<file path="config.mk">
export PLATFORM = sky130hd
export DESIGN_NAME = pinmux_reg
export DESIGN_NICKNAME = d
export VERILOG_FILES = /design/src/source/pinmux_reg_pkg.sv /design/src/source/pinmux_reg_bus.sv /design/src/source/intr_stat_reg.sv /design/src/source/glbl_ctrl_regs.sv /design/src/source/gpio_regs.sv /design/src/source/pinmux_reg.sv
export SDC_FILE = /design/constraint.sdc
export NUM_CORES = 1
export LEC_CHECK = 0
export ABC_AREA = 1
export CAP_MARGIN = 10
export CORE_UTILIZATION = 49
export CTS_CLUSTER_SIZE = 30
export DETAILED_ROUTE_END_ITERATION = 10
export DONT_BUFFER_PORTS = 1
export PLACE_DENSITY = 0.63
export SLEW_MARGIN = 0
export SYNTH_ARGS = -nofsm -noshare
export SYNTH_HDL_FRONTEND = slang
export SYNTH_SLANG_ARGS = --single-unit
export TNS_END_PERCENT = 30
</file>
<file path="constraint.sdc">
create_clock -name mclk -period 1.8 [get_ports mclk]
set_clock_uncertainty 0.15 [all_clocks]
set_input_delay 0 -clock mclk [delete_from_list [all_inputs] [get_ports mclk]]
set_output_delay 0 -clock mclk [all_outputs]
set_load 0.1 [all_outputs]
</file>
<file path="src/source/pinmux_reg_pkg.sv">
/*
  Shared widths, register indices and reset values for the global and
  pin-mux register block. Modules import it inside their bodies.
*/
`default_nettype none

package pinmux_reg_pkg;

  // ------------------------------
  // Bus geometry
  // ------------------------------
  localparam int data_w = 32;
  localparam int be_w   = 4;
  localparam int addr_w = 8;
  // Word index sits in address bits 6:2
  localparam int idx_w  = 5;
  // One write strobe per word index
  localparam int reg_cnt = 2 ** idx_w;

  typedef logic [data_w-1:0] reg_data_t;
  typedef logic [be_w-1:0]   reg_be_t;

  // Register map, word indices
  // Holes in the map read zero
  typedef enum logic [idx_w-1:0] {
    idx_chip_id   = 5'd0,
    idx_glbl_rst  = 5'd1,
    idx_glbl_mask = 5'd3,
    idx_glbl_stat = 5'd4,
    idx_gpio_in   = 5'd5,
    idx_gpio_out  = 5'd6,
    idx_gpio_dir  = 5'd7,
    idx_gpio_stat = 5'd9,
    idx_gpio_set  = 5'd10,
    idx_gpio_mask = 5'd11
  } reg_idx_e;

  // ------------------------------
  // Constants
  // ------------------------------
  // Manufacturer 8268, one core, chip 3, rev 01
  localparam reg_data_t chip_id_value = 32'h8268_1301;

  // Sticky hardware sources in status byte 1
  localparam int hw_intr_w   = 8;
  // Software bits 19:16 of global status
  localparam int soft_intr_w = 4;

endpackage

`default_nettype wire

</file>
<file path="src/source/pinmux_reg_bus.sv">
/*
  Register bus slave. Decodes the word index, returns a one-cycle
  acknowledge with the registered read data, and hands write strobes
  to the register banks.
*/
`default_nettype none
`timescale 1ns/100ps

module pinmux_reg_bus (
  input  logic                                mclk,
  input  logic                                h_reset_n,
  input  logic                                reg_cs,
  input  logic                                reg_wr,
  input  logic [pinmux_reg_pkg::addr_w-1:0]   reg_addr,
  input  pinmux_reg_pkg::reg_data_t           reg_wdata,
  input  pinmux_reg_pkg::reg_be_t             reg_be,
  input  pinmux_reg_pkg::reg_data_t           glbl_rdata,
  input  pinmux_reg_pkg::reg_data_t           gpio_rdata,
  output pinmux_reg_pkg::reg_data_t           reg_rdata,
  output logic                                reg_ack,
  output logic [pinmux_reg_pkg::reg_cnt-1:0]  wr_stb,
  output logic [pinmux_reg_pkg::reg_cnt-1:0]  wr_commit,
  output pinmux_reg_pkg::reg_be_t             wr_be,
  output pinmux_reg_pkg::reg_data_t           wr_data,
  output pinmux_reg_pkg::reg_idx_e            rd_idx
);
  import pinmux_reg_pkg::*;

  logic [idx_w-1:0] word_idx;

  // Byte offset bits are not part of the index
  assign word_idx = reg_addr[idx_w+1:2];
  assign rd_idx   = reg_idx_e'(word_idx);

  // Write data and lanes go straight to the banks
  assign wr_data = reg_wdata;
  assign wr_be   = reg_be;

  // ------------------------------
  // Write decode
  // ------------------------------
  // Level, high for the whole request
  always_comb begin
    wr_stb = '0;
    if (reg_cs && reg_wr) begin
      wr_stb[word_idx] = 1'b1;
    end
  end

  // Only in the ack cycle, so status bits see one clear per access
  assign wr_commit = wr_stb & {reg_cnt{reg_ack}};

  // ------------------------------
  // Acknowledge and read capture
  // ------------------------------
  // Ack on first edge with cs high and ack low, then drop
  always_ff @(posedge mclk or negedge h_reset_n) begin
    if (!h_reset_n) begin
      reg_ack   <= 1'b0;
      reg_rdata <= '0;
    end else if (reg_cs && !reg_ack) begin
      reg_ack <= 1'b1;
      // Each bank returns zero outside its own indices
      reg_rdata <= glbl_rdata | gpio_rdata;
    end else begin
      reg_ack <= 1'b0;
    end
  end

endmodule

`default_nettype wire

</file>
<file path="src/source/intr_stat_reg.sv">
/*
  Sticky interrupt status bits. Software clears a bit by writing one
  under its enable; a hardware request in the same cycle keeps it set.
*/
`default_nettype none
`timescale 1ns/100ps

module intr_stat_reg #(
  parameter int width = 8
) (
  input  logic             mclk,
  input  logic             h_reset_n,
  input  logic [width-1:0] clr_en,
  input  logic [width-1:0] clr_data,
  input  logic [width-1:0] hw_set,
  output logic [width-1:0] status
);

  logic [width-1:0] clr_mask;

  // Write-one-to-clear, only on enabled bits
  assign clr_mask = clr_en & clr_data;

  always_ff @(posedge mclk or negedge h_reset_n) begin
    if (!h_reset_n) begin
      status <= '0;
    end else begin
      // Set applied last so it wins over clear
      status <= (status & ~clr_mask) | hw_set;
    end
  end

endmodule

`default_nettype wire

</file>
<file path="src/source/glbl_ctrl_regs.sv">
/*
  Global control bank: chip id, peripheral reset control and the
  global interrupt mask and status pair that drive the CPU interrupt lines.
*/
`default_nettype none
`timescale 1ns/100ps

module glbl_ctrl_regs (
  input  logic                                mclk,
  input  logic                                h_reset_n,
  input  logic [pinmux_reg_pkg::reg_cnt-1:0]  wr_stb,
  input  logic [pinmux_reg_pkg::reg_cnt-1:0]  wr_commit,
  input  pinmux_reg_pkg::reg_be_t             wr_be,
  input  pinmux_reg_pkg::reg_data_t           wr_data,
  input  pinmux_reg_pkg::reg_idx_e            rd_idx,
  input  logic [1:0]                          ext_intr_in,
  input  logic                                usb_intr,
  input  logic                                i2cm_intr,
  input  logic                                gpio_intr,
  input  logic [2:0]                          timer_intr,
  output pinmux_reg_pkg::reg_data_t           glbl_rdata,
  output logic [1:0]                          cpu_core_rst_n,
  output logic                                cpu_intf_rst_n,
  output logic                                qspim_rst_n,
  output logic                                sspim_rst_n,
  output logic                                i2cm_rst_n,
  output logic                                usb_rst_n,
  output logic [1:0]                          uart_rst_n,
  output logic [15:0]                         irq_lines,
  output logic                                soft_irq,
  output logic [2:0]                          user_irq
);
  import pinmux_reg_pkg::*;

  reg_data_t              rst_ctrl;
  reg_data_t              intr_mask;
  reg_data_t              intr_stat;
  logic [7:0]             stat_plain;
  logic [hw_intr_w-1:0]   stat_hw;
  logic [hw_intr_w-1:0]   hw_req;
  logic [soft_intr_w-1:0] stat_soft;

  // ------------------------------
  // Reset control and mask
  // ------------------------------
  always_ff @(posedge mclk or negedge h_reset_n) begin
    if (!h_reset_n) begin
      rst_ctrl   <= '0;
      intr_mask  <= '0;
      stat_plain <= '0;
      stat_soft  <= '0;
    end else begin
      for (int b = 0; b < be_w; b++) begin
        if (wr_stb[idx_glbl_rst] && wr_be[b]) begin
          rst_ctrl[b*8 +: 8] <= wr_data[b*8 +: 8];
        end
        if (wr_stb[idx_glbl_mask] && wr_be[b]) begin
          intr_mask[b*8 +: 8] <= wr_data[b*8 +: 8];
        end
      end
      // Status byte 0 and soft bits are plain storage
      if (wr_stb[idx_glbl_stat] && wr_be[0]) begin
        stat_plain <= wr_data[7:0];
      end
      if (wr_stb[idx_glbl_stat] && wr_be[2]) begin
        stat_soft <= wr_data[16 +: soft_intr_w];
      end
    end
  end

  // Active-low resets, cleared register holds peripherals in reset
  assign cpu_intf_rst_n = rst_ctrl[0];
  assign qspim_rst_n    = rst_ctrl[1];
  assign sspim_rst_n    = rst_ctrl[2];
  assign uart_rst_n[0]  = rst_ctrl[3];
  assign i2cm_rst_n     = rst_ctrl[4];
  assign usb_rst_n      = rst_ctrl[5];
  assign uart_rst_n[1]  = rst_ctrl[6];
  assign cpu_core_rst_n = rst_ctrl[9:8];

  // ------------------------------
  // Interrupt status
  // ------------------------------
  // Byte 1 sources, msb first
  assign hw_req = {gpio_intr, ext_intr_in, usb_intr, i2cm_intr, timer_intr};

  intr_stat_reg #(
    .width (hw_intr_w)
  ) stat_hw_inst (
    .mclk      (mclk),
    .h_reset_n (h_reset_n),
    .clr_en    ({hw_intr_w{wr_commit[idx_glbl_stat] & wr_be[1]}}),
    .clr_data  (wr_data[15:8]),
    .hw_set    (hw_req),
    .status    (stat_hw)
  );

  assign intr_stat = {{(data_w - 8 - hw_intr_w - soft_intr_w){1'b0}},
                      stat_soft, stat_hw, stat_plain};

  // Masked outputs to the CPU
  assign irq_lines = intr_stat[15:0] & intr_mask[15:0];
  assign soft_irq  = intr_stat[16] & intr_mask[16];
  assign user_irq  = intr_stat[19:17] & intr_mask[19:17];

  // Read back, zero for indices owned elsewhere
  always_comb begin
    case (rd_idx)
      idx_chip_id:   glbl_rdata = chip_id_value;
      idx_glbl_rst:  glbl_rdata = rst_ctrl;
      idx_glbl_mask: glbl_rdata = intr_mask;
      idx_glbl_stat: glbl_rdata = intr_stat;
      default:       glbl_rdata = '0;
    endcase
  end

endmodule

`default_nettype wire

</file>
<file path="src/source/gpio_regs.sv">
/*
  GPIO bank: input synchroniser, output data and direction, and the
  interrupt status with its set alias and mask forming gpio_intr.
*/
`default_nettype none
`timescale 1ns/100ps

module gpio_regs (
  input  logic                                mclk,
  input  logic                                h_reset_n,
  input  logic [pinmux_reg_pkg::reg_cnt-1:0]  wr_stb,
  input  logic [pinmux_reg_pkg::reg_cnt-1:0]  wr_commit,
  input  pinmux_reg_pkg::reg_be_t             wr_be,
  input  pinmux_reg_pkg::reg_data_t           wr_data,
  input  pinmux_reg_pkg::reg_idx_e            rd_idx,
  input  pinmux_reg_pkg::reg_data_t           gpio_in_data,
  input  pinmux_reg_pkg::reg_data_t           gpio_int_event,
  output pinmux_reg_pkg::reg_data_t           gpio_rdata,
  output pinmux_reg_pkg::reg_data_t           cfg_gpio_data_in,
  output pinmux_reg_pkg::reg_data_t           gpio_prev_indata,
  output pinmux_reg_pkg::reg_data_t           cfg_gpio_out_data,
  output pinmux_reg_pkg::reg_data_t           cfg_gpio_dir_sel,
  output logic                                gpio_intr
);
  import pinmux_reg_pkg::*;

  reg_data_t in_s1;
  reg_data_t in_s2;
  reg_data_t in_reg;
  reg_data_t out_reg;
  reg_data_t dir_reg;
  reg_data_t mask_reg;
  reg_data_t stat_reg;
  reg_data_t stat_clr_en;
  reg_data_t stat_set;

  // ------------------------------
  // Pin synchroniser
  // ------------------------------
  // Two sync stages, third is the readable copy
  always_ff @(posedge mclk or negedge h_reset_n) begin
    if (!h_reset_n) begin
      in_s1  <= '0;
      in_s2  <= '0;
      in_reg <= '0;
    end else begin
      in_s1  <= gpio_in_data;
      in_s2  <= in_s1;
      in_reg <= in_s2;
    end
  end

  // Previous sample kept for edge detection downstream
  assign gpio_prev_indata = in_s2;
  assign cfg_gpio_data_in = in_reg;

  // Output, direction and mask, byte lane writes
  always_ff @(posedge mclk or negedge h_reset_n) begin
    if (!h_reset_n) begin
      out_reg  <= '0;
      dir_reg  <= '0;
      mask_reg <= '0;
    end else begin
      for (int b = 0; b < be_w; b++) begin
        if (wr_stb[idx_gpio_out] && wr_be[b]) begin
          out_reg[b*8 +: 8] <= wr_data[b*8 +: 8];
        end
        if (wr_stb[idx_gpio_dir] && wr_be[b]) begin
          dir_reg[b*8 +: 8] <= wr_data[b*8 +: 8];
        end
        if (wr_stb[idx_gpio_mask] && wr_be[b]) begin
          mask_reg[b*8 +: 8] <= wr_data[b*8 +: 8];
        end
      end
    end
  end

  assign cfg_gpio_out_data = out_reg;
  assign cfg_gpio_dir_sel  = dir_reg;

  // ------------------------------
  // Interrupt status
  // ------------------------------
  // Clear enable per byte lane, lane 3 for the top byte
  always_comb begin
    for (int b = 0; b < be_w; b++) begin
      stat_clr_en[b*8 +: 8] = {8{wr_commit[idx_gpio_stat] & wr_be[b]}};
    end
  end

  // Pin events plus software set alias, all lanes
  assign stat_set = gpio_int_event | ({data_w{wr_commit[idx_gpio_set]}} & wr_data);

  intr_stat_reg #(
    .width (data_w)
  ) stat_inst (
    .mclk      (mclk),
    .h_reset_n (h_reset_n),
    .clr_en    (stat_clr_en),
    .clr_data  (wr_data),
    .hw_set    (stat_set),
    .status    (stat_reg)
  );

  // Any unmasked pending bit
  assign gpio_intr = |(stat_reg & mask_reg);

  always_comb begin
    case (rd_idx)
      idx_gpio_in:   gpio_rdata = in_reg;
      idx_gpio_out:  gpio_rdata = out_reg;
      idx_gpio_dir:  gpio_rdata = dir_reg;
      // Set alias reads back the status
      idx_gpio_stat,
      idx_gpio_set:  gpio_rdata = stat_reg;
      idx_gpio_mask: gpio_rdata = mask_reg;
      default:       gpio_rdata = '0;
    endcase
  end

endmodule

`default_nettype wire

</file>
<file path="src/source/pinmux_reg.sv">
/*
  Top of the global and pin-mux register block. Connects the register
  bus slave to the global control and GPIO banks.
*/
`default_nettype none
`timescale 1ns/100ps

module pinmux_reg (
  input  logic                               mclk,
  input  logic                               h_reset_n,
  // Peripheral resets, active low
  output logic [1:0]                         cpu_core_rst_n,
  output logic                               cpu_intf_rst_n,
  output logic                               qspim_rst_n,
  output logic                               sspim_rst_n,
  output logic [1:0]                         uart_rst_n,
  output logic                               i2cm_rst_n,
  output logic                               usb_rst_n,
  // Register bus
  input  logic                               reg_cs,
  input  logic                               reg_wr,
  input  logic [pinmux_reg_pkg::addr_w-1:0]  reg_addr,
  input  pinmux_reg_pkg::reg_data_t          reg_wdata,
  input  pinmux_reg_pkg::reg_be_t            reg_be,
  output pinmux_reg_pkg::reg_data_t          reg_rdata,
  output logic                               reg_ack,
  // Interrupts
  input  logic [1:0]                         ext_intr_in,
  input  logic                               usb_intr,
  input  logic                               i2cm_intr,
  input  logic [2:0]                         timer_intr,
  output logic [15:0]                        irq_lines,
  output logic                               soft_irq,
  output logic [2:0]                         user_irq,
  // GPIO
  input  pinmux_reg_pkg::reg_data_t          gpio_in_data,
  input  pinmux_reg_pkg::reg_data_t          gpio_int_event,
  output pinmux_reg_pkg::reg_data_t          cfg_gpio_out_data,
  output pinmux_reg_pkg::reg_data_t          cfg_gpio_data_in,
  output pinmux_reg_pkg::reg_data_t          cfg_gpio_dir_sel,
  output pinmux_reg_pkg::reg_data_t          gpio_prev_indata
);
  import pinmux_reg_pkg::*;

  logic [reg_cnt-1:0] wr_stb;
  logic [reg_cnt-1:0] wr_commit;
  reg_be_t            wr_be;
  reg_data_t          wr_data;
  reg_idx_e           rd_idx;
  reg_data_t          glbl_rdata;
  reg_data_t          gpio_rdata;
  // GPIO bank feeds a global status source
  logic               gpio_intr;

  pinmux_reg_bus bus_inst (
    .mclk       (mclk),
    .h_reset_n  (h_reset_n),
    .reg_cs     (reg_cs),
    .reg_wr     (reg_wr),
    .reg_addr   (reg_addr),
    .reg_wdata  (reg_wdata),
    .reg_be     (reg_be),
    .glbl_rdata (glbl_rdata),
    .gpio_rdata (gpio_rdata),
    .reg_rdata  (reg_rdata),
    .reg_ack    (reg_ack),
    .wr_stb     (wr_stb),
    .wr_commit  (wr_commit),
    .wr_be      (wr_be),
    .wr_data    (wr_data),
    .rd_idx     (rd_idx)
  );

  glbl_ctrl_regs glbl_inst (
    .mclk           (mclk),
    .h_reset_n      (h_reset_n),
    .wr_stb         (wr_stb),
    .wr_commit      (wr_commit),
    .wr_be          (wr_be),
    .wr_data        (wr_data),
    .rd_idx         (rd_idx),
    .ext_intr_in    (ext_intr_in),
    .usb_intr       (usb_intr),
    .i2cm_intr      (i2cm_intr),
    .gpio_intr      (gpio_intr),
    .timer_intr     (timer_intr),
    .glbl_rdata     (glbl_rdata),
    .cpu_core_rst_n (cpu_core_rst_n),
    .cpu_intf_rst_n (cpu_intf_rst_n),
    .qspim_rst_n    (qspim_rst_n),
    .sspim_rst_n    (sspim_rst_n),
    .i2cm_rst_n     (i2cm_rst_n),
    .usb_rst_n      (usb_rst_n),
    .uart_rst_n     (uart_rst_n),
    .irq_lines      (irq_lines),
    .soft_irq       (soft_irq),
    .user_irq       (user_irq)
  );

  gpio_regs gpio_inst (
    .mclk              (mclk),
    .h_reset_n         (h_reset_n),
    .wr_stb            (wr_stb),
    .wr_commit         (wr_commit),
    .wr_be             (wr_be),
    .wr_data           (wr_data),
    .rd_idx            (rd_idx),
    .gpio_in_data      (gpio_in_data),
    .gpio_int_event    (gpio_int_event),
    .gpio_rdata        (gpio_rdata),
    .cfg_gpio_data_in  (cfg_gpio_data_in),
    .gpio_prev_indata  (gpio_prev_indata),
    .cfg_gpio_out_data (cfg_gpio_out_data),
    .cfg_gpio_dir_sel  (cfg_gpio_dir_sel),
    .gpio_intr         (gpio_intr)
  );

endmodule

`default_nettype wire

</file>
==> results of run 1 <==
-- layout make-up --
type	count	area (µm²)	share of cell area
flip-flops and latches	341	8540	0.415
multi-input cells	1084	5090	0.248
repair buffers	537	4870	0.237
clock buffers	51	1070	0.0520
well taps	378	473	0.0230
inverters	83	313	0.0152
clock inverters	13	198	0.00961
diodes	1	2.50	0.000122
-- path summary, 6_finish.rpt --
path	start	to	slack (ns)	cells after the start
hold reg to reg	gpio_inst.in_s1[13]	gpio_inst.gpio_prev_indata[13]	0.20	0
min in group mclk	reg_addr[2]	gpio_inst.mask_reg[31]	-0.04	4
hold / removal	h_reset_n	glbl_inst.stat_hw_inst.status[2]	-0.96	0
max in group asynchronous	h_reset_n	gpio_inst.cfg_gpio_data_in[8]	1.71	0
setup reg to reg	gpio_inst.cfg_gpio_data_in[16]	bus_inst.reg_rdata[16]	-0.002	7
setup / recovery	gpio_inst.cfg_gpio_data_in[16]	bus_inst.reg_rdata[16]	-0.002	7
-- routing by layer --
metal	track usage	part of all wire	vias to the layer above
li1	-	-	6294
met1	0.452	0.40	6693
met2	0.547	0.47	794
met3	0.0774	0.096	144
met4	0.137	0.033	0
met5	0	0	-
-- logic make-up after synthesis --
| logic type | after synthesis | share of synthesized area |
|---|---|---|
| buf+inv | 164 | 0.0458 |
| flops | 341 | 0.602 |
| compound gates | 222 | 0.0803 |
| simple gates | 862 | 0.272 |
-- metrics by stage --
| step | hold WS (ns) | instances |
|---|---|---|
| final | -0.961 | 2488 |
| after global routing | -0.981 | 2488 |
| after CTS | -0.979 | 2480 |
| after detailed placement | -0.431 | 2118 |
| after global placement | -0.431 | 2118 |
| after floorplan | -0.446 | 1589 |
-- placed cells by master, fill, tap and decap left out, types with 6 or more instances in the layout --
master / n
buf_12: 6
o21ai_1: 68
nand2_2: 7
nand3b_1: 33
clkinv_2: 7
nand3_1: 42
or2_2: 9
nor2_1: 115
o21ai_0: 144
clkbuf_16: 37
clkbuf_8: 9
nor2_2: 15
nand2_1: 486
nand4_1: 145
buf_4: 229
inv_1: 78
dlygate4sd3_1: 297
dfrtp_1: 335
-- power by group through the flow --
| stage | Combinational (W) | Clock [W] | Sequential [W] |
|---|---|---|---|
| 2_1_floorplan | 0.000963 | 0 | 0.0108 |
| 6_report | 0.00453 | 0.00792 | 0.00858 |
| 4_1_cts | 0.00447 | 0.00802 | 0.00857 |
| 3_5_place_dp | 0.00407 | 0 | 0.00870 |
| 5_1_grt | 0.00471 | 0.00832 | 0.00864 |
| 3_3_place_gp | 0.00404 | 0 | 0.00868 |
-- timing repair --
action	4_1_cts	5_1_grt
hold buffers	298	5
buffers inserted	0	3
pin swaps	0	3
resized for setup	0	30
gates cloned	0	0
endpoints found under the hold margin	618	346
setup endpoints to repair	2	53
==> metrics.md, run 1 <==
| Metric | Value |
|---|---|
| Area Overhead vs Synth | 45.0% |
| Unrepaired setup endpoints after global routing | true |
| Total die area | 29,600 µm² |
| Share of the synthesized area in the top cell type | 0.602 |
| Max_slew headroom | 0.431 |
| FP Rows | 61 |
| Worst-path fanout max | 2 |
| CTS tree | done |
| Final #Nets | 2,203 |
| CTS Buffer Depth | 3 |
| Crit path DAT | 2.05 ns |
| Post-synth top flop | dfrtp_1 |
| Leak | 9.51 nW |
| DP Area | 16,200 µm² |
| Antenna Violating Nets Remaining | 0 |
| Largest net degree at the start of global routing | 342 |
| H-tree levels | 2 |
| Fin Setup TNS | -0.00170 ns |
| Tot GR Track Use | 0.342 |
| Die width | 172 µm |
| Crit end category | flop |
| Worst hold path class | in2async |
| WP buf/inv | 1 |
| Layout fillers | 2,007 |
| Crit path launch type | flop |
| Run status | finished with violations |
| Final Max Slew Viols | 0 |
| Final number of setup-violating endpoints | 1 |
| Synth Instances | 1,589 |
| Final core occ | 0.730 |
| Post-synthesis register bit count | 341 |
| IO Pins | 309 |
| Power density over the cells | 1020 nW/µm² |
| P_sw | 0.00687 W |
| Overall power | 0.0210 W |
| Post-synthesis cell type count | 23 |
| Ys async rst share | 1.00 |
| Clock Latency Late Sink | 0.53 ns |
| Maximum capacitance violations | 0 |
| Crit-path cells | nand4_1 > dlygate4sd3_1 > nand2_1 > nor2_1 > nand2_1 > nor2_1 > nor2_1 |
| Post-Route WL | 50,300 µm |
| Layout cell share with drive strength beyond 1 | 0.165 |
| Post-synth EDFFs | 0 |
| Most frequent cells after synthesis | 489 x nand2_1, 341 x dfrtp_1, 145 x nand4_1, 145 x o21ai_0, 128 x nor2_1 |
| Cell with the most instances after synthesis | nand2_1 |
| Syn Nets | 1,708 |
| Worst EP required | 2.05 ns |
| 1st-iter DRT viols | 1,339 |
| Core area | 28,200 µm² |
| Ys Warns | 0 |
| Fin. Hold Viols | 347 |
| Sequential fraction of the synthesis area | 0.602 |
| Top post-synthesis cells by area | dfrtp_1 60%, nand2_1 13%, nand4_1 6.4% |
| Max Freq | 0.555 GHz |
| Violated checks | hold timing, setup timing |
| Clock power frac | 0.377 |
| Drt drc | 0 |
| Minimum clock period | 1.80 ns |
| Cell accounting for the most synthesized area | dfrtp_1 |
| DRT Pass-1 Iters | 8 |
| Slowest cell on crit path | dlygate4sd3_1 |
| Final WS setup | -0.00170 ns |
| Via density | 5.60 |
| Routed length per instance | 20.2 µm |
| Antenna violations before repair | 1 |
| Vias | 13.9k |
| Total CTS buffers | 37 |
| Clk slew on worst S/H paths | 0.06 ns |
| GR Overflow Total | 0 |
| Setup WS pre-CTS | -0.0293 ns |
| Detailed placement HPWL | 29,800 µm |
| Mapped cell area | 14,200 µm² |
| Vias in the first global route | 13.9k |
| First-pass GRT wire length | 76,400 µm |
| Worst slew pin tran | 0.853 ns |
| Fin crit share | 1.00 |
| Maximum vdd drop | 0.000892 V |
| Root Driver | clkbuf_16 |
| Sw Share | 0.327 |
| Comb pwr share | 0.215 |
| Finished Cell Area | 20,600 µm² |
| Placer Congestion | 0.894 |
| Slowest cell delay on critical path | 0.59 ns |
| Int Power | 0.0142 W |
| Initial core utilization | 0.504 |
| Most used cell, CP | nor2_1 |
| Port Buffers | 0 |
| Share of total power in sequential cells | 0.408 |
| WS Path Type | reg2reg |
| Clock sinks | 341 |
| Final Hold Slack | -0.961 ns |
| Syn avg cell area | 8.93 µm² |
| CP delay by family, top | buffers and inverters |
| Chip height | 172 µm |
Note: power is estimated with default switching activity, not from simulation.
==> inputs of run 2 (changes only) <==
SYNTH_HIERARCHICAL = 1   (was default)
==> metrics.md, run 2 <==
| Metric | Value |
|---|---|
| Run status | finished with violations (unchanged) |
| Violated checks | hold timing (was hold timing, setup timing) |
| Area Overhead vs Synth | 28.0% (was 45.0%) |
| Max Freq | 0.590 GHz (was 0.555 GHz) |
| Unrepaired setup endpoints after global routing | true (unchanged) |
| Slowest cell delay on critical path | 0.42 ns (was 0.59 ns) |
| Synth Instances | 1,830 (was 1,589) |
| Maximum capacitance violations | 0 (unchanged) |
| Die width | 178 µm (was 172 µm) |
| Clock Latency Late Sink | 0.53 ns (about the same) |
| Worst slew pin tran | 0.801 ns (was 0.853 ns) |
| Crit-path cells | inv_1 > nor2_1 > nand2_1 > inv_1 > nand2_1 > nand2_1 > nand2_1 (was nand4_1 > dlygate4sd3_1 > nand2_1 > nor2_1 > nand2_1 > nor2_1 > nor2_1) |
| Final Hold Slack | -0.971 ns (was -0.961 ns) |
| Slowest cell on crit path | nor2_1 (was dlygate4sd3_1) |
| Crit end category | flop (unchanged) |
| Power density over the cells | 1070 nW/µm² (was 1020 nW/µm²) |
| Largest net degree at the start of global routing | 342 (unchanged) |
| Final core occ | 0.637 (was 0.730) |
| Syn avg cell area | 8.32 µm² (was 8.93 µm²) |
| Core area | 30,600 µm² (was 28,200 µm²) |
| Chip height | 178 µm (was 172 µm) |
| Number of hold buffers added after cts | 154 (was 298) |
| WS Path Type | reg2reg (unchanged) |
| R2R Path Start | bus_inst/reg_ack (was gpio_inst.cfg_gpio_data_in[16]) |
| 1st-iter DRT viols | 1,373 (was 1,339) |
| Leak | 10.3 nW (was 9.51 nW) |
| Tot GR Track Use | 0.292 (was 0.342) |
| Most used cell, CP | nand2_1 (was nor2_1) |
| H-tree levels | 2 (unchanged) |
| Final #Nets | 2,237 (was 2,203) |
| Syn Nets | 1,949 (was 1,708) |
| WP buf/inv | 2 (was 1) |
| Final number of setup-violating endpoints | 0 (was 1) |
| Clk slew on worst S/H paths | 0.06 ns (about the same) |
| Worst-path fanout max | 8 (was 2) |
| Post-CTS Setup Bufs | 0 (unchanged) |
| Worst Setup SP | bus_inst/reg_ack (was gpio_inst.cfg_gpio_data_in[16]) |
| Fin crit share | 0.942 (was 1.00) |
| Max_slew headroom | 0.466 (was 0.431) |
| Minimum clock period | 1.70 ns (was 1.80 ns) |
| Root Driver | clkbuf_16 (unchanged) |
| GR Overflow Total | 0 (unchanged) |
| Routed length per instance | 18.1 µm (was 20.2 µm) |
| Vias | 13.1k (was 13.9k) |
| Placer Congestion | 0.878 (was 0.894) |
| Crit path DAT | 1.95 ns (was 2.05 ns) |
| First-pass GRT wire length | 70,100 µm (was 76,400 µm) |
| Total die area | 31,800 µm² (was 29,600 µm²) |
| Commonest non-fill, non-tap cell in the layout | nand2_1 (unchanged) |
| DRT Pass-1 Iters | 6 (was 8) |
| Clock sinks | 341 (unchanged) |
| Overall power | 0.0208 W (was 0.0210 W) |
| Worst EP required | 2.05 ns (about the same) |
| Most frequent cells in the layout | 611 x nand2_1, 340 x dfrtp_1, 222 x inv_1, 204 x buf_4, 152 x dlygate4sd3_1 (was 486 x nand2_1, 335 x dfrtp_1, 297 x dlygate4sd3_1, 229 x buf_4, 145 x nand4_1) |
| Total CTS buffers | 36 (was 37) |
| Layout cell share with drive strength beyond 1 | 0.149 (was 0.165) |
| Ys Warns | 6 (was 0) |
| CTS tree | done (unchanged) |
| Finished Cell Area | 19,500 µm² (was 20,600 µm²) |
| Mapped cell area | 15,200 µm² (was 14,200 µm²) |
| Antenna violations before repair | 3 (was 1) |
| Via density | 5.15 (was 5.60) |
| Drt drc | 0 (unchanged) |
| Detailed placement HPWL | 30,900 µm (was 29,800 µm) |
| Vias in the first global route | 12.3k (was 13.9k) |
| IO Pins | 309 (unchanged) |
| Worst hold path class | in2async (unchanged) |
| Fin. Hold Viols | 344 (was 347) |
| CTS Buffer Depth | 3 (unchanged) |
| Post-Route WL | 46,000 µm (was 50,300 µm) |
| Layout fillers | 2,570 (was 2,007) |
| Final Max Slew Viols | 0 (unchanged) |
| Maximum vdd drop | 0.000913 V (was 0.000892 V) |
| CP delay by family, top | simple AND/OR/NAND/NOR gates (was buffers and inverters) |
| Port Buffers | 0 (unchanged) |
| Initial core utilization | 0.498 (was 0.504) |
| DP Area | 16,600 µm² (was 16,200 µm²) |
| Crit path launch type | flop (unchanged) |
| Antenna Violating Nets Remaining | 0 (unchanged) |
| FP Rows | 64 (was 61) |
## run 2: where the power goes
part | internal (W) | switching, W | total [W]
clock | 0.00476 | 0.00316 | 0.00791
sequential | 0.00819 | 0.000336 | 0.00853
combinational | 0.00100 | 0.00341 | 0.00441
total | 0.0139 | 0.00690 | 0.0208
## run 2: path summary, 6_finish.rpt
path,endpoint,slack (ns),depth (start not counted)
worst max register to register,gpio_inst/stat_inst/status[22],0.10,7
worst min-delay path,glbl_inst/intr_mask[14],-0.97,0
min in group mclk,glbl_inst/stat_hw_inst/status[1],-0.01,10
worst min register to register,gpio_inst/gpio_prev_indata[23],0.20,0
worst max-delay path,gpio_inst/stat_inst/status[22],0.10,7
max in group asynchronous,gpio_inst/stat_inst/status[23],1.80,0
## run 2: what timing repair did
action | 4_1_cts | 5_1_grt
endpoints found under the setup margin | 0 | 17
endpoints found under the hold margin | 618 | 341
gates resized for setup | 0 | 3
## run 2: metrics by stage
stage	setup TNS, ns	instances	setup slack (ns)
global route	-0.00145	2543	-0.00145
global placement	0	2322	0.192
detailed placement	0	2322	0.148
CTS	0	2541	0.0259
floorplan	0	1830	0.0944
finish	0	2545	0.104
## run 2: cell type report
class | count | area, µm² | share of cell area
timing repair buffer | 364 | 3210 | 0.165
sequential | 341 | 8530 | 0.438
tap | 396 | 495 | 0.0254
inverter | 227 | 852 | 0.0437
multi-input combinational | 1148 | 5110 | 0.262
clock inverter | 15 | 208 | 0.0107
antenna | 4 | 10.0 | 0.000514
clock buffer | 50 | 1060 | 0.0547
## run 2: metal layers
| metal | GRT usage | vias up | share of wire |
|---|---|---|---|
| met2 | 0.435 | 595 | 0.44 |
| met3 | 0.0780 | 53 | 0.11 |
| met4 | 0.0607 | 2 | 0.015 |
| met5 | 0 | - | 0.00028 |
| met1 | 0.429 | 6216 | 0.44 |
| li1 | - | 6241 | - |
==> inputs of run 3 (changes only) <==
PLACE_DENSITY = 0.65   (was 0.63)
clock period = 1.35 ns   (was 1.8 ns; I/O delays follow)
==> metrics.md, run 3 (synthesized netlist as in run 2, its figures left out) <==
| Metric | Value |
|---|---|
| Run status | finished with violations (unchanged) |
| Violated checks | hold timing, setup timing (was hold timing) |
| Final Max Slew Viols | 0 (unchanged) |
| Register area | 8670 µm² (was 8530 µm²) |
| Worst EP required | 1.66 ns (was 2.05 ns) |
| Largest net degree at the start of global routing | 342 (unchanged) |
| Most frequent cells in the layout | 590 x nand2_1, 236 x dfrtp_1, 193 x inv_1, 154 x dlygate4sd3_1, 141 x buf_6 (was 611 x nand2_1, 340 x dfrtp_1, 222 x inv_1, 204 x buf_4, 152 x dlygate4sd3_1) |
| Commonest non-fill, non-tap cell in the layout | nand2_1 (unchanged) |
| Max Freq | 0.682 GHz (was 0.590 GHz) |
| Routed length per instance | 18.9 µm (was 18.1 µm) |
| IO Pins | 309 (unchanged) |
| Placer Congestion | 0.907 (was 0.878) |
| H-tree levels | 2 (unchanged) |
| CTS Buffer Depth | 3 (unchanged) |
| Max_slew headroom | 0.493 (was 0.466) |
| Placed insts | 2,395 (was 2,322) |
| Worst hold path class | in2async (unchanged) |
| Layout Cells excl Fill | 2,668 (was 2,545) |
| Vias in the first global route | 13.6k (was 12.3k) |
| Port Buffers | 0 (unchanged) |
| Unrepaired setup endpoints after global routing | true (unchanged) |
| Crit end category | flop (unchanged) |
| Most used cell, CP | buf_6 (was nand2_1) |
| Leak | 11.1 nW (was 10.3 nW) |
| Worst reg-to-reg path cell count | 6 (was 7) |
| Total CTS buffers | 38 (was 36) |
| Core area | 30,600 µm² (unchanged) |
| WS Path Type | reg2reg (unchanged) |
| Layout cell share with drive strength beyond 1 | 0.286 (was 0.149) |
| Slowest cell delay on critical path | 0.48 ns (was 0.42 ns) |
| Total die area | 31,800 µm² (unchanged) |
| Drt drc | 0 (unchanged) |
| GR Overflow Total | 0 (unchanged) |
| Overall power | 0.0294 W (was 0.0208 W) |
| CP delay by family, top | flip-flops (was simple AND/OR/NAND/NOR gates) |
| Post-Route WL | 50,500 µm (was 46,000 µm) |
| Clock Latency Late Sink | 0.53 ns (about the same) |
| Final Hold Slack | -0.951 ns (was -0.971 ns) |
| Detailed placement HPWL | 32,000 µm (was 30,900 µm) |
| Minimum clock period | 1.47 ns (was 1.70 ns) |
| 1st-iter DRT viols | 1,428 (was 1,373) |
| Worst Setup SP | bus_inst/reg_ack (unchanged) |
| Crit path DAT | 1.78 ns (was 1.95 ns) |
| Fin crit share | 1.09 (was 0.942) |
| Worst-path fanout max | 8 (unchanged) |
| Setup WS pre-CTS | -0.115 ns (was 0.148 ns) |
| Maximum capacitance violations | 0 (unchanged) |
| First-pass GRT wire length | 76,300 µm (was 70,100 µm) |
| R2R Path Start | bus_inst/reg_ack (unchanged) |
| Crit path launch type | flop (unchanged) |
| WP buf/inv | 3 (was 2) |
| Initial core utilization | 0.498 (unchanged) |
| Final number of setup-violating endpoints | 58 (was 0) |
| Via density | 5.28 (was 5.15) |
| DRT Pass-1 Iters | 8 (was 6) |
| Root Driver | clkbuf_16 (unchanged) |
| Flop-to-flop setup slack | -0.12 ns (was 0.10 ns) |
| Fin. Hold Viols | 346 (was 344) |
| Area of the multi-input gates | 5390 µm² (was 5110 µm²) |
| Worst reg2reg path endpoint | bus_inst/reg_rdata[2] (was gpio_inst/stat_inst/status[22]) |
| Power density over the cells | 1330 nW/µm² (was 1070 nW/µm²) |
| Tot GR Track Use | 0.316 (was 0.292) |
| Area Overhead vs Synth | 45.4% (was 28.0%) |
| Final WS setup | -0.116 ns (was 0.104 ns) |
| FP Rows | 64 (unchanged) |
| Maximum vdd drop | 0.00121 V (was 0.000913 V) |
| CTS tree | done (unchanged) |
| Vias | 14.1k (was 13.1k) |
| Chip height | 178 µm (unchanged) |
| Die width | 178 µm (unchanged) |
| Clk slew on worst S/H paths | 0.06 ns (about the same) |
| Layout fillers | 2,235 (was 2,570) |
| Crit-path cells | buf_6 > nor2_4 > buf_6 > clkbuf_16 > nor2_1 > a21oi_2 (was inv_1 > nor2_1 > nand2_1 > inv_1 > nand2_1 > nand2_1 > nand2_1) |
| Final #Nets | 2,356 (was 2,237) |
| Antenna violations before repair | 7 (was 3) |
| Critical path depth | 6 (was 7) |
| Clock sinks | 341 (unchanged) |
| Worst slew pin tran | 0.761 ns (was 0.801 ns) |
| Antenna Violating Nets Remaining | 0 (unchanged) |
| Slowest cell on crit path | dfrtp_4 (was nor2_1) |
## run 3: final cells by class
class                           count  share of cell area
Clock buffer                       54              0.0508
Clock inverter                     16              0.0103
Multi-Input combinational cell   1148               0.243
Timing Repair Buffer              481               0.242
Inverter                          227              0.0392
Sequential cell                   341               0.392
Antenna cell                        5            0.000565
Tap cell                          396              0.0224
## run 3: how the worst max path moves through the flow
stage	end	slack, ns
6_report	bus_inst/reg_rdata[2]	-0.12
4_1_cts	reg_ack	-0.11
2_1_floorplan	gpio_inst/stat_inst/status[11]	-0.16
3_5_place_dp	glbl_inst/stat_hw_inst/status[7]	-0.12
3_3_place_gp	glbl_inst/stat_hw_inst/status[7]	-0.14
5_1_grt	bus_inst/reg_rdata[2]	-0.19
## run 3: power by group
part	total, W	internal, W	switching (W)	leakage, nW
registers	0.0115	0.0110	0.000575	4.07
logic	0.00679	0.00203	0.00476	6.35
clock network	0.0110	0.00680	0.00424	0.643
total	0.0294	0.0198	0.00957	11.1
## run 3: stage by stage
stage	hold slack, ns	util	cell area (µm²)	setup TNS (ns)
6_report	-0.951	0.724	22100	-3.13
2_1_floorplan	-0.446	-	15400	-8.43
5_1_grt	-0.970	0.724	22100	-7.50
4_1_cts	-0.976	0.702	21500	-2.63
3_3_place_gp	-0.427	0.578	17700	-1.31
3_5_place_dp	-0.429	0.578	17700	-2.73
## run 3: layer usage
layer  GRT usage  part of all wire
met1       0.448              0.41
met2       0.480              0.46
met3      0.0727              0.10
met4       0.104             0.031
met5           0           0.00055
## run 3: what timing repair did
| item | in CTS | in global routing |
|---|---|---|
| buffers inserted | 33 | 2 |
| endpoints found under the setup margin | 152 | 227 |
| gates resized for setup | 164 | 172 |
| gates cloned | 4 | 2 |
| endpoints found under the hold margin | 618 | 376 |
| pin swaps | 15 | 21 |
| hold buffers | 158 | 5 |
